===== config.mk =====
export PLATFORM = sky130hd
export DESIGN_NAME = vec_decode
export DESIGN_NICKNAME = d
export VERILOG_FILES = /design/src/vec_pkg.sv /design/src/vec_decode.sv
export VERILOG_INCLUDE_DIRS = /design/src /design/src/include
export SDC_FILE = /design/constraint.sdc
export NUM_CORES = 1
export LEC_CHECK = 0
export CAP_MARGIN = 20
export CORE_AREA = 2 2 39 41
export DETAILED_ROUTE_END_ITERATION = 16
export DIE_AREA = 0 0 41 43
export DONT_BUFFER_PORTS = 1
export GPL_TIMING_DRIVEN = 0
export PLACE_DENSITY = 0.3
export SYNTH_ARGS = -nofsm -noshare
export SYNTH_HDL_FRONTEND = slang
export SYNTH_SLANG_ARGS = --single-unit

===== constraint.sdc =====
create_clock -name vclk -period 5.4
set_clock_uncertainty 0.1 [all_clocks]
set_input_delay 1.35 -clock vclk [all_inputs]
set_output_delay 1.35 -clock vclk [all_outputs]
set_load 0.02 [all_outputs]

===== src/include/vec_macros.svh =====
// Width, count and opcode constants for the vector datapath
// VLEN is fixed at 128 with LMUL 1, so VLMAX tops out at 16 elements
`ifndef VEC_MACROS_SVH
`define VEC_MACROS_SVH

// Scalar and vector widths
`define VEC_XLEN        32          // Scalar word
`define VEC_VLEN        128         // One vector register
`define VEC_NUM_REGS    32          // v0 to v31

// Memory bus
`define VEC_DATA_BUS    32          // One element per beat
`define VEC_STRB_W      4           // Byte strobes per beat

// Element counts
`define VEC_MAX_ELEMS   16          // VLMAX at e8
`define VEC_VL_W        5           // Holds 0 to 16

// Major opcodes
`define VEC_OPC_OPV     7'b1010111
`define VEC_OPC_LOAD    7'b0000111
`define VEC_OPC_STORE   7'b0100111

// funct3 of vsetvli/vsetvl
`define VEC_F3_CFG      3'b111

`endif


===== src/vec_pkg.sv =====
// Instruction views and enums shared across the vector datapath
// Field layout follows the RVV 1.0 encoding
package vec_pkg;

    //////////////////////////////////////////////////
    // Instruction word views

    // vsetvli / vsetvl view
    typedef struct packed {
        logic        is_vsetvl;     // Set for vsetvl
        logic [10:0] zimm;          // vtype immediate or rs2 for vsetvl
        logic [4:0]  rs1;           // AVL source, x0 means VLMAX
        logic [2:0]  funct3;
        logic [4:0]  rd;
        logic [6:0]  opcode;
    } vec_cfg_fmt_t;

    // Load / store view
    typedef struct packed {
        logic [2:0]  nf;            // Segment fields minus one
        logic        mew;
        logic [1:0]  mop;           // Addressing mode
        logic        vm;            // High when unmasked
        logic [4:0]  lumop;         // lumop or sumop
        logic [4:0]  rs1;           // Base address register
        logic [2:0]  width;         // Element width code
        logic [4:0]  vd;            // vd for loads and vs3 for stores
        logic [6:0]  opcode;
    } vec_mem_fmt_t;

    // Same 32 bits read either way
    typedef union packed {
        vec_cfg_fmt_t cfg;
        vec_mem_fmt_t mem;
    } vec_inst_u;

    //////////////////////////////////////////////////
    // Enums

    typedef enum logic [2:0] {
        op_none,
        op_config,
        op_load,
        op_store,
        op_illegal
    } vec_op_e;

    // Matches the low bits of vtype.vsew
    typedef enum logic [1:0] {
        sew_e8  = 2'd0,
        sew_e16 = 2'd1,
        sew_e32 = 2'd2
    } vec_sew_e;

endpackage


===== src/vec_decode.sv =====
// Combinational decode of the word held by the scalar side
// Only vsetvli/vsetvl and unit-stride unmasked loads and stores are legal
`timescale 1ns/100ps
`include "vec_macros.svh"

module vec_decode (
    input  vec_pkg::vec_inst_u instruction,     // Held until inst_done
    input  vec_pkg::vec_sew_e  sew,             // Current SEW from vtype
    output vec_pkg::vec_op_e   op,
    output logic [4:0]         vd_addr,
    output logic               avl_is_max,
    output vec_pkg::vec_sew_e  elem_sew,        // EEW from the width field
    output logic               is_vec
);

    logic width_ok;     // Width field names a supported EEW
    logic cfg_ok;
    logic mem_ok;

    // Memory width code to element width
    always_comb begin
        width_ok = 1'b1;
        case (instruction.mem.width)
            3'b000:  elem_sew = vec_pkg::sew_e8;
            3'b101:  elem_sew = vec_pkg::sew_e16;
            3'b110:  elem_sew = vec_pkg::sew_e32;
            default: begin
                elem_sew = vec_pkg::sew_e8;
                width_ok = 1'b0;                // e64 and scalar FP widths
            end
        endcase
    end

    // vsetivli has bit 30 set and lands here as illegal
    assign cfg_ok = (instruction.cfg.funct3 == `VEC_F3_CFG)
                 && (!instruction.cfg.is_vsetvl || (instruction.cfg.zimm[10:5] == 6'd0));

    assign mem_ok = width_ok
                 && (elem_sew == sew)                   // EEW must equal SEW
                 && (instruction.mem.nf == 3'b000)      // No segments
                 && !instruction.mem.mew
                 && (instruction.mem.mop == 2'b00)      // Unit-stride
                 && instruction.mem.vm                  // Unmasked
                 && (instruction.mem.lumop == 5'b00000);

    // Opcode picks which view is meaningful
    always_comb begin
        case (instruction.cfg.opcode)
            `VEC_OPC_OPV:   op = cfg_ok ? vec_pkg::op_config : vec_pkg::op_illegal;
            `VEC_OPC_LOAD:  op = mem_ok ? vec_pkg::op_load   : vec_pkg::op_illegal;
            `VEC_OPC_STORE: op = mem_ok ? vec_pkg::op_store  : vec_pkg::op_illegal;
            default:        op = vec_pkg::op_none;      // Not a vector opcode
        endcase
    end

    assign vd_addr    = instruction.mem.vd;             // Same bits as rd
    assign avl_is_max = (instruction.cfg.rs1 == 5'd0);  // x0 requests VLMAX

    assign is_vec = (op == vec_pkg::op_config)
                 || (op == vec_pkg::op_load)
                 || (op == vec_pkg::op_store);

endmodule


==> summary.txt <==
Outcome
  • Status: completed

Synthesis
  • Compound-cell area share of the yosys netlist: about a tenth
  • Post-synth top cells: nor2_1, buf_4, nand4_1, or4_1
  • Post-Syn Area per Cell: approximately 6.7 sq um
  • Register area share after synthesis: 0%
  • Area contributors post-synth: buf_4, nor2_1, or4_1
  • Largest area contributor in the synthesized netlist: buf_4
  • Mapped Area: 262.8 sq um
  • Cells after Synth: 39
  • Yosys cell types: 20
  • Largest family of logic cells by synthesized area: simple AND/OR/NAND/NOR gates
  • Mux contribution to synthesized area: 0%
  • Adder-Cell Fraction of Synth Area: 0%
  • Top-count cell post-synth: nor2_1
  • Synth warn: 0
  • Post-Synth Simple-Gate Area: a little over 70%
  • Yosys top cell area share: roughly 14%
  • Mapped Nets: 73
  • Xor-xnor portion of the synthesized cell area: ~3.3%

STA
  • Max-slew violations: 0
  • Final Hold Fails: 0
  • Worst slew pin tran: between 0.4 and 0.5 ns
  • Setup violators final: 0
  • Rel. slew slack: between 60 and 70%
  • Fmax: between 200 and 250 MHz
  • Final Critical Period: about 4.2 ns
  • Hold_ws: 2.682 ns
  • Setup TNS: 0 ns
  • Unrepaired setup endpoints after global routing: false
  • Fin crit share: 78.36%

Critical path
  • Startpoint Class: input pin
  • CP Max Fanout: 4
  • Worst EP arrival: ~2.8 ns
  • Class of the most critical setup path: input pin to output port
  • CP required: a little under 4 ns
  • CP Capture Type: output port

Clocking
  • Postcts setup bufs: 0
  • Hold-fix buffers, CTS: 0
  • Resized Gates After CTS: 0

Finish
  • Number of clock buffers in the layout: 0
  • FFs & Latches: 0
  • Post-Layout Cell Count: 55
  • Register cell area after layout: 0 sq um
  • Area growth syn-to-layout: 7.619%
  • Layout Nets: 75
  • Share of layout cells above drive strength 1: between 20% and 30%
  • Antenna Cells: 0

Route
  • DRC viols: 0
  • Average wire per standard cell: roughly 15 microns
  • Vias per cell: roughly 5.7
  • TritonRoute pass-1 iters: 4
  • Antenna Nets Post-Route: 0
  • DR vias: just over 300
  • DR iter-0 viols: 4
  • Routed wire length: 831 microns

Power
  • Peak supply drop: between 0.00001 and 0.000015 V
  • Cell leakage power: 0.08016 nW
  • Total Power: around 0.000014 W
  • Pwr dens: ~48 nW/um^2

Worst hold path
  • Worst hold path type: input pin to output port

Floorplanning
  • Die ar.: around 1800 sq um
  • IO Pins: 46
  • Die Width: just over 40 microns
  • Standard-cell rows: 14
  • Core footprint: ~1400 sq um
  • Starting density of the core: 18.99%
  • Die height: between 40 and 50 microns

Global routing
  • Vias in the first global route: between 200 and 300
  • Met2 Usage GRT: between 15 and 20%
  • Met3 usage: less than 1%
  • GRT met1 Usage: 13.92%
  • Total grt overflow: 0
  • Grt peak-use layer: met2
  • Gr usage total: under 10%
  • Initial antenna violation count: 0
  • Largest net degree at the start of global routing: 7
  • First-pass GRT wire length: roughly 1300 microns

Place
  • Placed insts: 55
  • Post-DP HPWL: 784.6 microns
  • Number of buffers inserted by port buffering: 0
  • RePlAce Congestion: 0.6980

Flow run
  • Max-cap violations: 0
[where the power goes]
group	leakage (nW)	internal (W)	total, W	switching [W]
clock network	0	0	0	0
registers	0	0	0	0
logic	0.0802	0.00000604	0.0000137	0.00000767
[cell type report]
cell class,instances,area (sq um)
Tap cell,16,20.02
Multi-Input combinational cell,34,225.2
Buffer,5,37.54
Fill cell,148,1101
[path summary, 6_finish.rpt]
path	startpoint	endpoint	slack (ns)	cells after the start
worst min-delay path	instruction[16]	avl_is_max	2.68	1
worst max-delay path	instruction[29]	is_vec	1.17	4
[layout by cell type (no fill, tap or decap), drive strengths merged, types with 2 or more instances in the layout]
cell type,synthesis,final
a21oi,2,2
buf,5,5
nand2,2,2
nand3,2,2
nand4,3,3
nand4b,2,2
nor2,8,8
or4,4,4
[worst max-delay path, stage by stage]
cell and delay [ns]:
or4_4 0.54, o31ai_1 0.34, nand2_1 0.12, a21oi_1 0.43
[cells by family after synthesis]
| logic type | count (synthesis) |
|---|---|
| buffers and inverters | 5 |
| AND/OR/NAND/NOR | 29 |
| AO/OA/AOI/OAI | 4 |
| XOR/XNOR | 1 |
[routing by layer]
layer | share of wire [%] | up-vias
li1 | - | 148
met1 | 39 | 142
met2 | 50 | 21
met3 | 11 | 0
met4 | 0 | 0
met5 | 0 | -
[metrics by stage]
stage | util, % | instance area (sq um) | setup WS (ns)
2_1_floorplan | - | 262.8 | 1.305
3_3_place_gp | 20.43 | 282.8 | 1.207
3_5_place_dp | 20.43 | 282.8 | 1.183
4_1_cts | 20.43 | 282.8 | 1.188
5_1_grt | 20.43 | 282.8 | 1.112
6_report | 20.43 | 282.8 | 1.169
(Power assumes the default switching activity.)
