## src/include/vec_macros.svh

```systemverilog
// Width, count and opcode constants for the vector datapath
// VLEN is fixed at 128 with LMUL 1, so VLMAX tops out at 16 elements
`ifndef VEC_MACROS_SVH
`define VEC_MACROS_SVH

// Scalar and vector widths
`define VEC_XLEN        32          // Scalar word
`define VEC_VLEN        128         // One vector register
`define VEC_NUM_REGS    32          // v0 to v31

// Memory bus
`define VEC_DATA_BUS    32          // One element per beat
`define VEC_STRB_W      4           // Byte strobes per beat

// Element counts
`define VEC_MAX_ELEMS   16          // VLMAX at e8
`define VEC_VL_W        5           // Holds 0 to 16

// Major opcodes
`define VEC_OPC_OPV     7'b1010111
`define VEC_OPC_LOAD    7'b0000111
`define VEC_OPC_STORE   7'b0100111

// funct3 of vsetvli/vsetvl
`define VEC_F3_CFG      3'b111

`endif

```

## src/vec_pkg.sv

```systemverilog
// Instruction views and enums shared across the vector datapath
// Field layout follows the RVV 1.0 encoding
package vec_pkg;

    //////////////////////////////////////////////////
    // Instruction word views

    // vsetvli / vsetvl view
    typedef struct packed {
        logic        is_vsetvl;     // Set for vsetvl
        logic [10:0] zimm;          // vtype immediate or rs2 for vsetvl
        logic [4:0]  rs1;           // AVL source, x0 means VLMAX
        logic [2:0]  funct3;
        logic [4:0]  rd;
        logic [6:0]  opcode;
    } vec_cfg_fmt_t;

    // Load / store view
    typedef struct packed {
        logic [2:0]  nf;            // Segment fields minus one
        logic        mew;
        logic [1:0]  mop;           // Addressing mode
        logic        vm;            // High when unmasked
        logic [4:0]  lumop;         // lumop or sumop
        logic [4:0]  rs1;           // Base address register
        logic [2:0]  width;         // Element width code
        logic [4:0]  vd;            // vd for loads and vs3 for stores
        logic [6:0]  opcode;
    } vec_mem_fmt_t;

    // Same 32 bits read either way
    typedef union packed {
        vec_cfg_fmt_t cfg;
        vec_mem_fmt_t mem;
    } vec_inst_u;

    //////////////////////////////////////////////////
    // Enums

    typedef enum logic [2:0] {
        op_none,
        op_config,
        op_load,
        op_store,
        op_illegal
    } vec_op_e;

    // Matches the low bits of vtype.vsew
    typedef enum logic [1:0] {
        sew_e8  = 2'd0,
        sew_e16 = 2'd1,
        sew_e32 = 2'd2
    } vec_sew_e;

endpackage

```

## src/vec_csr_regs.sv

```systemverilog
// vl and vtype registers with vsetvli/vsetvl execution
// LMUL 1 only; vta and vma are stored but tails are always left undisturbed
`timescale 1ns/100ps
`include "vec_macros.svh"

module vec_csr_regs (
    input  logic                  clk,
    input  logic                  rst_n,
    input  logic                  inst_valid,   // Accepted strobe from the top
    input  vec_pkg::vec_op_e      op,
    input  vec_pkg::vec_inst_u    instruction,
    input  logic [`VEC_XLEN-1:0]  rs1_data,     // AVL
    input  logic [`VEC_XLEN-1:0]  rs2_data,     // vtype for vsetvl
    input  logic                  avl_is_max,
    output logic [`VEC_VL_W-1:0]  vl,
    output vec_pkg::vec_sew_e     sew,
    output logic [`VEC_XLEN-1:0]  csr_out,
    output logic                  csr_done
);

    localparam int XLEN = `VEC_XLEN;
    localparam int VL_W = `VEC_VL_W;

    logic [XLEN-1:0] vtype_q;       // vill in the top bit
    logic [XLEN-1:0] vtype_new;
    logic            vtype_ok;
    logic [VL_W-1:0] vlmax_new;
    logic [XLEN-1:0] avl;
    logic            cfg_go;

    // VLEN / SEW
    function automatic logic [VL_W-1:0] vlmax_of(input vec_pkg::vec_sew_e s);
        case (s)
            vec_pkg::sew_e8:  vlmax_of = VL_W'(`VEC_MAX_ELEMS);
            vec_pkg::sew_e16: vlmax_of = VL_W'(`VEC_MAX_ELEMS / 2);
            default:          vlmax_of = VL_W'(`VEC_MAX_ELEMS / 4);
        endcase
    endfunction

    assign cfg_go    = inst_valid && (op == vec_pkg::op_config);
    assign vtype_new = instruction.cfg.is_vsetvl ? rs2_data : XLEN'(instruction.cfg.zimm);

    // vlmul 000, vsew up to e32, reserved bits and vill clear
    assign vtype_ok  = (vtype_new[2:0] == 3'b000) && (vtype_new[5:3] <= 3'b010)
                    && (vtype_new[XLEN-1:8] == '0);
    assign vlmax_new = vlmax_of(vec_pkg::vec_sew_e'(vtype_new[4:3]));
    assign avl       = avl_is_max ? XLEN'(vlmax_new) : rs1_data;

    always_ff @(posedge clk) begin
        if (!rst_n) begin
            vl       <= '0;
            vtype_q  <= {1'b1, {(XLEN-1){1'b0}}};   // Starts with vill set
            csr_done <= 1'b0;
        end else begin
            csr_done <= cfg_go;
            if (cfg_go && vtype_ok) begin
                vtype_q <= vtype_new;
                vl      <= (avl < XLEN'(vlmax_new)) ? avl[VL_W-1:0] : vlmax_new;  // min(AVL, VLMAX)
            end else if (cfg_go) begin
                vtype_q <= {1'b1, {(XLEN-1){1'b0}}};
                vl      <= '0;
            end
        end
    end

    assign sew     = vec_pkg::vec_sew_e'(vtype_q[4:3]);
    assign csr_out = XLEN'(vl);     // New vl back to the scalar side

    // vl stays inside VLMAX and is zero whenever vill is set
    a_vl_in_range: assert property (@(posedge clk) disable iff (!rst_n)
        vl <= vlmax_of(sew));
    a_vill_zero_vl: assert property (@(posedge clk) disable iff (!rst_n)
        vtype_q[XLEN-1] |-> (vl == '0));

endmodule

```

## config.mk

```make
export PLATFORM = sky130hd
export DESIGN_NAME = vec_csr_regs
export DESIGN_NICKNAME = d
export VERILOG_FILES = /design/src/vec_pkg.sv /design/src/vec_csr_regs.sv
export VERILOG_INCLUDE_DIRS = /design/src /design/src/include
export SDC_FILE = /design/constraint.sdc
export NUM_CORES = 1
export LEC_CHECK = 0
export BUFFER_PORTS_ARGS = -buffer_cell sky130_fd_sc_hd__buf_2
export CAP_MARGIN = 25
export CELL_PAD_IN_SITES_DETAIL_PLACEMENT = 1
export CELL_PAD_IN_SITES_GLOBAL_PLACEMENT = 1
export CORE_MARGIN = 5
export CORE_UTILIZATION = 15
export CTS_CLUSTER_DIAMETER = 40
export DETAILED_ROUTE_END_ITERATION = 7
export GPL_ROUTABILITY_DRIVEN = 0
export PLACE_DENSITY = 0.86
export SYNTH_ARGS = -nofsm -noshare
export SYNTH_HDL_FRONTEND = slang
export SYNTH_SLANG_ARGS = --single-unit
```

## constraint.sdc

```tcl
create_clock -name clk -period 2.2 [get_ports clk]
set_input_delay 0.11 -clock clk [delete_from_list [all_inputs] [get_ports clk]]
set_output_delay 0.11 -clock clk [all_outputs]
set_load 0.005 [all_outputs]
```

==> run summary, run 1 <==
Critical Path AT = 2220 ps
TritonCTS clock tree = built
Max clock buf depth = 2
Number of flops mapped to enable cells by yosys = 0
DIE WIDTH = 86.6 microns
Worst path slowest cell = mux2_4
Mean area per synthesized cell = 8.30 sq um
Sw Ratio = 27.0%
Crit Path Category = in2reg
WL final = 3540 microns
Core area = 5610 sq um
Crit path launch = instruction[31]
Register clock-pin slew on the reported worst setup and hold paths = 40 ps
Dpl cell area = 1320 sq um
Slew Viols, Final = 0
Worst Slack Setup Final = 84.7 ps
Avg WL per Cell = 13.0 microns
Net switching power = 130 uW
Num CTS Buffers = 3
Area growth from synthesis to final layout = 60.3%
Setup TNS = 0 ps
Library cells used by synthesis = 29
Critical path depth = 10
Filler cells = 727
H-tree levels = 1
Final-report setup violation count = 0
GR Util All Layers = 8.61%
Clk pwr share = 36.5%
CP Cell Sequence = buf_2 > mux2_4 > nor2b_4 > mux2_2 > ha_1 > o221a_4 > a211oi_4 > buf_4 > mux2i_1 > o31ai_1
R2r worst-path depth = 2
Synthesized instance count = 106
Pint = 350 uW
# rows = 27
Clock skew = 0 ps
Routed Antenna Nets = 0
P per Cell Area = 341 nW/um^2
Vias = 1080
Main synth FF type = dfxtp_1
Critical path's top delay family = multiplexers
Worst Path Buf+Inv = 2
Nature of the critical path endpoint = flip-flop
Die height = 86.6 microns
CP Capture Point = vl[3]
Worst VDD drop = 0.000201 V
Startpoint types = input port
Clock Latency Late Sink = 230 ps
DRC errors left = 0
Grt total ovfl = 0
RR Startpoint = vl[2]
Fin nets = 307
Yosys warnings = 0
Final Cell Area = 1410 sq um
Largest net degree at the start of global routing = 11
Number of diodes = 0
Logic pwr share = 33.1%
Outcome = completed
Maxcap violations = 0
First-pass GRT wire length = 5050 microns
#FFs+latches synth = 8
Clk root buf = clkbuf_8
Layout Cells excl Fill = 272
CP required = 2310 ps
PortBufs = 91
Initial Util = 15.7%
Die ar. = 7500 sq um
Initial DRC Count = 8
Yosys top cell by area = buf_4
Leak = 0.000713 uW
Top cells by area, synth = buf_4, dfxtp_1, nor4_1
Final period utilization = 96.2%
Flop pwr share = 30.4%
R2R Setup Slk = 1190 ps
DP HPWL = 3260 microns
FF-to-FF End = vl[2]
Placed cell count = 268
Most common cell in the synthesized netlist = buf_4
Commonest cells post-synth = buf_4, nor4_1, dfxtp_1, nor2_1, nand4_1
CP max stage delay = 330 ps
Post-synth top area share = 27.3%
Drt pass-1 iters = 2
Clk sinks = 8
Fmax = 473 MHz
Syn Std Cell Area = 880 sq um
Num ports = 143
Final hold violation count = 0
Vias per inst = 3.97
Layout cells sized above 1 = 57.5%
Worst hold path type = in2reg
Hold buffer count at cts = 0
Max FO, Critical Path = 4
Antenna violations before repair = 0
Vias in the first global route = 1143
Tmin final = 2120 ps
Final Power = 480 uW
Sequential fraction of the synthesis area = 18.2%
Place WS = -199 ps
Fraction of registers with async set/reset = 0%
==> power groups by stage <==
stage          Combinational (uW)  Sequential [uW]  Clock, uW
2_1_floorplan                86.9              149          0
3_3_place_gp                  141              148          0
3_5_place_dp                  146              148          0
4_1_cts                       147              146        181
5_1_grt                       178              146        189
6_report                      159              146        175
==> final cells by class <==
cell class | instances | area [sq um] | area share (%)
Inverter | 4 | 15.0 | 1.06
Multi-Input combinational cell | 87 | 592 | 42.0
Timing Repair Buffer | 98 | 512 | 36.3
Tap cell | 72 | 90.1 | 6.39
Sequential cell | 8 | 160 | 11.4
Clock buffer | 3 | 41.3 | 2.93
==> per-stage QoR <==
step,utilization [%],hold slack [ps]
after floorplan,-,251
after global placement,23.6,376
after detailed placement,23.6,380
after CTS,24.3,140
after global routing,25.1,163
final,25.1,142
==> placed cells by master (no fill, tap or decap) <==
cell and n:
a2111oi_2 1, a211oi_1 1, a211oi_4 1, a21oi_1 4, a22oi_1 1, a32oi_1 2
buf_2 91, buf_4 6, buf_6 1, clkbuf_8 3, conb_1 27, dfxtp_1 8
ha_1 2, inv_1 4, mux2_2 2, mux2_4 2, mux2i_1 2, nand2_1 5
nand3_1 2, nand4_1 6, nand4bb_1 1, nor2_1 6, nor2_4 1, nor2b_4 1
nor3_1 2, nor4_1 9, nor4_2 3, nor4_4 1, nor4b_2 1, o21ai_1 1
o221a_4 1, o31ai_1 2
==> flip-flops by register name, indices dropped and copies added, names as in the netlist <==
register  flops
vl            5
vtype_q       2
csr_done      1
==> worst reg2reg max path, stage by stage, from the launching register on <==
cell	delay, ps
dfxtp_1	390
a22oi_1	120
a2111oi_2	380
==> routing by layer <==
metal / global-route usage, % / share of wire (%)
met5: 0 / 0
met4: 3.82 / 1.2
met1: 9.14 / 35
met3: 1.43 / 10
met2: 16.4 / 54
==> logic make-up (layout without fill, tap and decap cells) <==
family | Yosys count | in the layout | share of synthesized area, %
adder cells (fa/ha/maj) | 2 | 2 | 2.84
multiplexers | 6 | 6 | 7.82
other | 1 | 27 | 0.426
AND/OR/NAND/NOR | 38 | 38 | 27.7
flip-flops | 8 | 8 | 18.2
AO/OA/AOI/OAI | 14 | 14 | 13.5
buffers and inverters | 37 | 105 | 29.4
==> worst min-delay path by stage <==
| stage | startpoint | end | slack (ps) | cells after the start |
|---|---|---|---|---|
| 2_1_floorplan | rst_n | vl[3] | 250 | 2 |
| 3_3_place_gp | rst_n | vl[3] | 380 | 3 |
| 3_5_place_dp | rst_n | vl[3] | 380 | 3 |
| 4_1_cts | rst_n | vl[3] | 140 | 3 |
| 5_1_grt | rs1_data[0] | vl[0] | 160 | 3 |
| 6_report | rst_n | vl[3] | 140 | 3 |
==> timing repair <==
action,in CTS,in global routing
buffers inserted,0,1
setup endpoints to repair,0,5
gates resized for setup,0,8
No activity file was read; power rests on OpenSTA's default activity.
==> run 2: changes to the inputs <==
--- a/config.mk
+++ b/config.mk
@@ -15,7 +15,7 @@
 export CTS_CLUSTER_DIAMETER = 40
 export DETAILED_ROUTE_END_ITERATION = 7
 export GPL_ROUTABILITY_DRIVEN = 0
-export PLACE_DENSITY = 0.86
+export PLACE_DENSITY_LB_ADDON = 0.1
 export SYNTH_ARGS = -nofsm -noshare
 export SYNTH_HDL_FRONTEND = slang
 export SYNTH_SLANG_ARGS = --single-unit
==> run 2 against run 1 <==
Die area unchanged. First-iteration DRC count rose to 5.3 times the previous value. Final area hardly changed. Sequential share of layout area hardly changed. Total power is 0.11% higher. Via count is 1.3% higher. Sequential power is essentially flat. Wire length about the same. Count of clock-buffer cells in the layout did not move.
==> run summary, run 2 (synthesized netlist as in run 1, its figures left out) <==
Metal1 wirelength = 1200 microns (-2.3%)
Max clock buf depth = 2 (unchanged)
Top Registers = vl (5), vtype_q (2), csr_done (1)
Critical Path AT = 2200 ps (-20 ps)
Vias in the first global route = 1232 (+7.8%)
P per Cell Area = 341 nW/um^2 (+0.20%)
Tmin final = 2090 ps (-28.6 ps)
PortBufs = 91 (unchanged)
Max Used Layer = met4
Worst VDD drop = 0.000169 V (-16%)
Max FO, Critical Path = 3 (-1)
Core area = 5610 sq um (unchanged)
Layout Cells excl Fill = 274 (+0.74%)
Leak = 0.000716 uW (+0.34%)
CP Cell Sequence = buf_2 > mux2_4 > nor2b_1 > mux2_2 > ha_1 > o221a_2 > a211oi_4 > buf_4 > mux2i_1 > o31ai_1
Maxcap violations = 0 (unchanged)
Crit Path Category = in2reg
H-tree levels = 1 (unchanged)
TritonCTS clock tree = built
Number of diodes = 0 (unchanged)
Outcome = completed
Die height = 86.6 microns (unchanged)
Slew Viols, Final = 0 (unchanged)
Vias per inst = 3.99 (+0.56%)
Drt pass-1 iters = 2 (unchanged)
Final-report setup violation count = 0 (unchanged)
Fmax = 479 MHz (+1.4%)
Clk sinks = 8 (unchanged)
GR Util All Layers = 9.22% (+0.61 points)
Routed wl met3 = 416 microns (+18%)
Worst path slowest cell = mux2_4
CP required = 2310 ps (about the same)
Hold buffer count at cts = 0 (unchanged)
Setup TNS = 0 ps (unchanged)
Startpoint types = input port
Max FFs per register = 5 (unchanged)
Die ar. = 7500 sq um (unchanged)
Routed Antenna Nets = 0 (unchanged)
Nature of the critical path endpoint = flip-flop
Clock skew = 0 ps (unchanged)
First-pass GRT wire length = 5480 microns (+8.5%)
Placed cell count = 270 (+0.75%)
DRC errors left = 0 (unchanged)
Initial DRC Count = 42 (+34)
Fin nets = 309 (+0.65%)
Clk root buf = clkbuf_8
Avg WL per Cell = 12.9 microns (-0.79%)
Initial Util = 15.7% (unchanged)
RSZ-0062 raised after global routing = false
Grt total ovfl = 0 (unchanged)
Antenna violations before repair = 0 (unchanged)
DP HPWL = 3260 microns (about the same)
Vias = 1094 (+1.3%)
Final hold violation count = 0 (unchanged)
WL final = 3530 microns (about the same)
# rows = 27 (unchanged)
Num ports = 143 (unchanged)
Worst hold path type = in2reg
Final period utilization = 94.9% (-1.3 points)
Met2 routed WL = 1880 microns (-1.5%)
Most common cell after layout, fill and taps aside = buf_2
Critical path's top delay family = multiplexers
DIE WIDTH = 86.6 microns (unchanged)
Fin util = 25.1% (about the same)
Layout cells sized above 1 = 57.9% (+0.42 points)
Top reg by flops = vl
Num CTS Buffers = 3 (unchanged)
Area growth from synthesis to final layout = 60.2% (about the same)
Largest net degree at the start of global routing = 12 (+1)
Worst Path Buf+Inv = 2 (unchanged)
Filler cells = 729 (+0.28%)
Most frequent cells in the layout = buf_2, conb_1, nor4_1, buf_4, dfxtp_1
Clock Latency Late Sink = 230 ps (about the same)
CP max stage delay = 330 ps (about the same)
Register clock-pin slew on the reported worst setup and hold paths = 40 ps (about the same)
## run 2: cell types whose count changed in the layout (fill, tap and decap cells not counted), sizes merged
cell,change
buf,+2
## run 2: metrics by stage
| stage | setup slack (ps) | instance area [sq um] | power [uW] | hold slack (ps) |
|---|---|---|---|---|
| 6_report | 113 | 1410 | 481 | 139 |
| 5_1_grt | 5.50 | 1410 | 518 | 152 |
| 4_1_cts | 73.0 | 1380 | 481 | 138 |
| 3_5_place_dp | -148 | 1340 | 297 | 378 |
| 3_3_place_gp | -124 | 1340 | 294 | 373 |
| 2_1_floorplan | 36.0 | 977 | 235 | 251 |
## run 2: report_power, final
part           internal, uW  switching, uW
Combinational          84.3           69.9
Clock                   119           61.7
Sequential              146         0.0567
Total                   349            132
## run 2: final timing paths
check | slack [ps] | from | cells past startpoint | end
setup / recovery | 110 | instruction[31] | 10 | vl[3]
setup reg to reg | 1230 | vl[2] | 2 | vl[2]
hold reg to reg | 460 | vl[1] | 2 | vl[1]
hold / removal | 140 | rst_n | 3 | vl[4]
## run 2: timing repair
| action | CTS | global route |
|---|---|---|
| buffers inserted | 0 | 1 |
| resized for setup | 0 | 5 |
| endpoints found under the setup margin | 0 | 5 |
## run 2: area by class of cell
| cell class | instances | area [sq um] | area share, % |
|---|---|---|---|
| inverters | 4 | 15.0 | 1.07 |
| repair buffers | 100 | 523 | 37.1 |
| multi-input cells | 87 | 579 | 41.1 |
| flip-flops and latches | 8 | 160 | 11.4 |
| well taps | 72 | 90.1 | 6.39 |
| clock buffers | 3 | 41.3 | 2.93 |
## run 2: routing by layer
| metal | GRT usage, % | vias up |
|---|---|---|
| li1 | - | 529 |
| met1 | 8.98 | 493 |
| met2 | 18.3 | 68 |
| met4 | 2.55 | 0 |
| met5 | 0 | - |
| met3 | 2.95 | 4 |
## run 2: worst register-to-register path, cell delays in order (launching register included)
cell,delay [ps]
dfxtp_1,400
a22oi_1,130
a2111oi_2,350
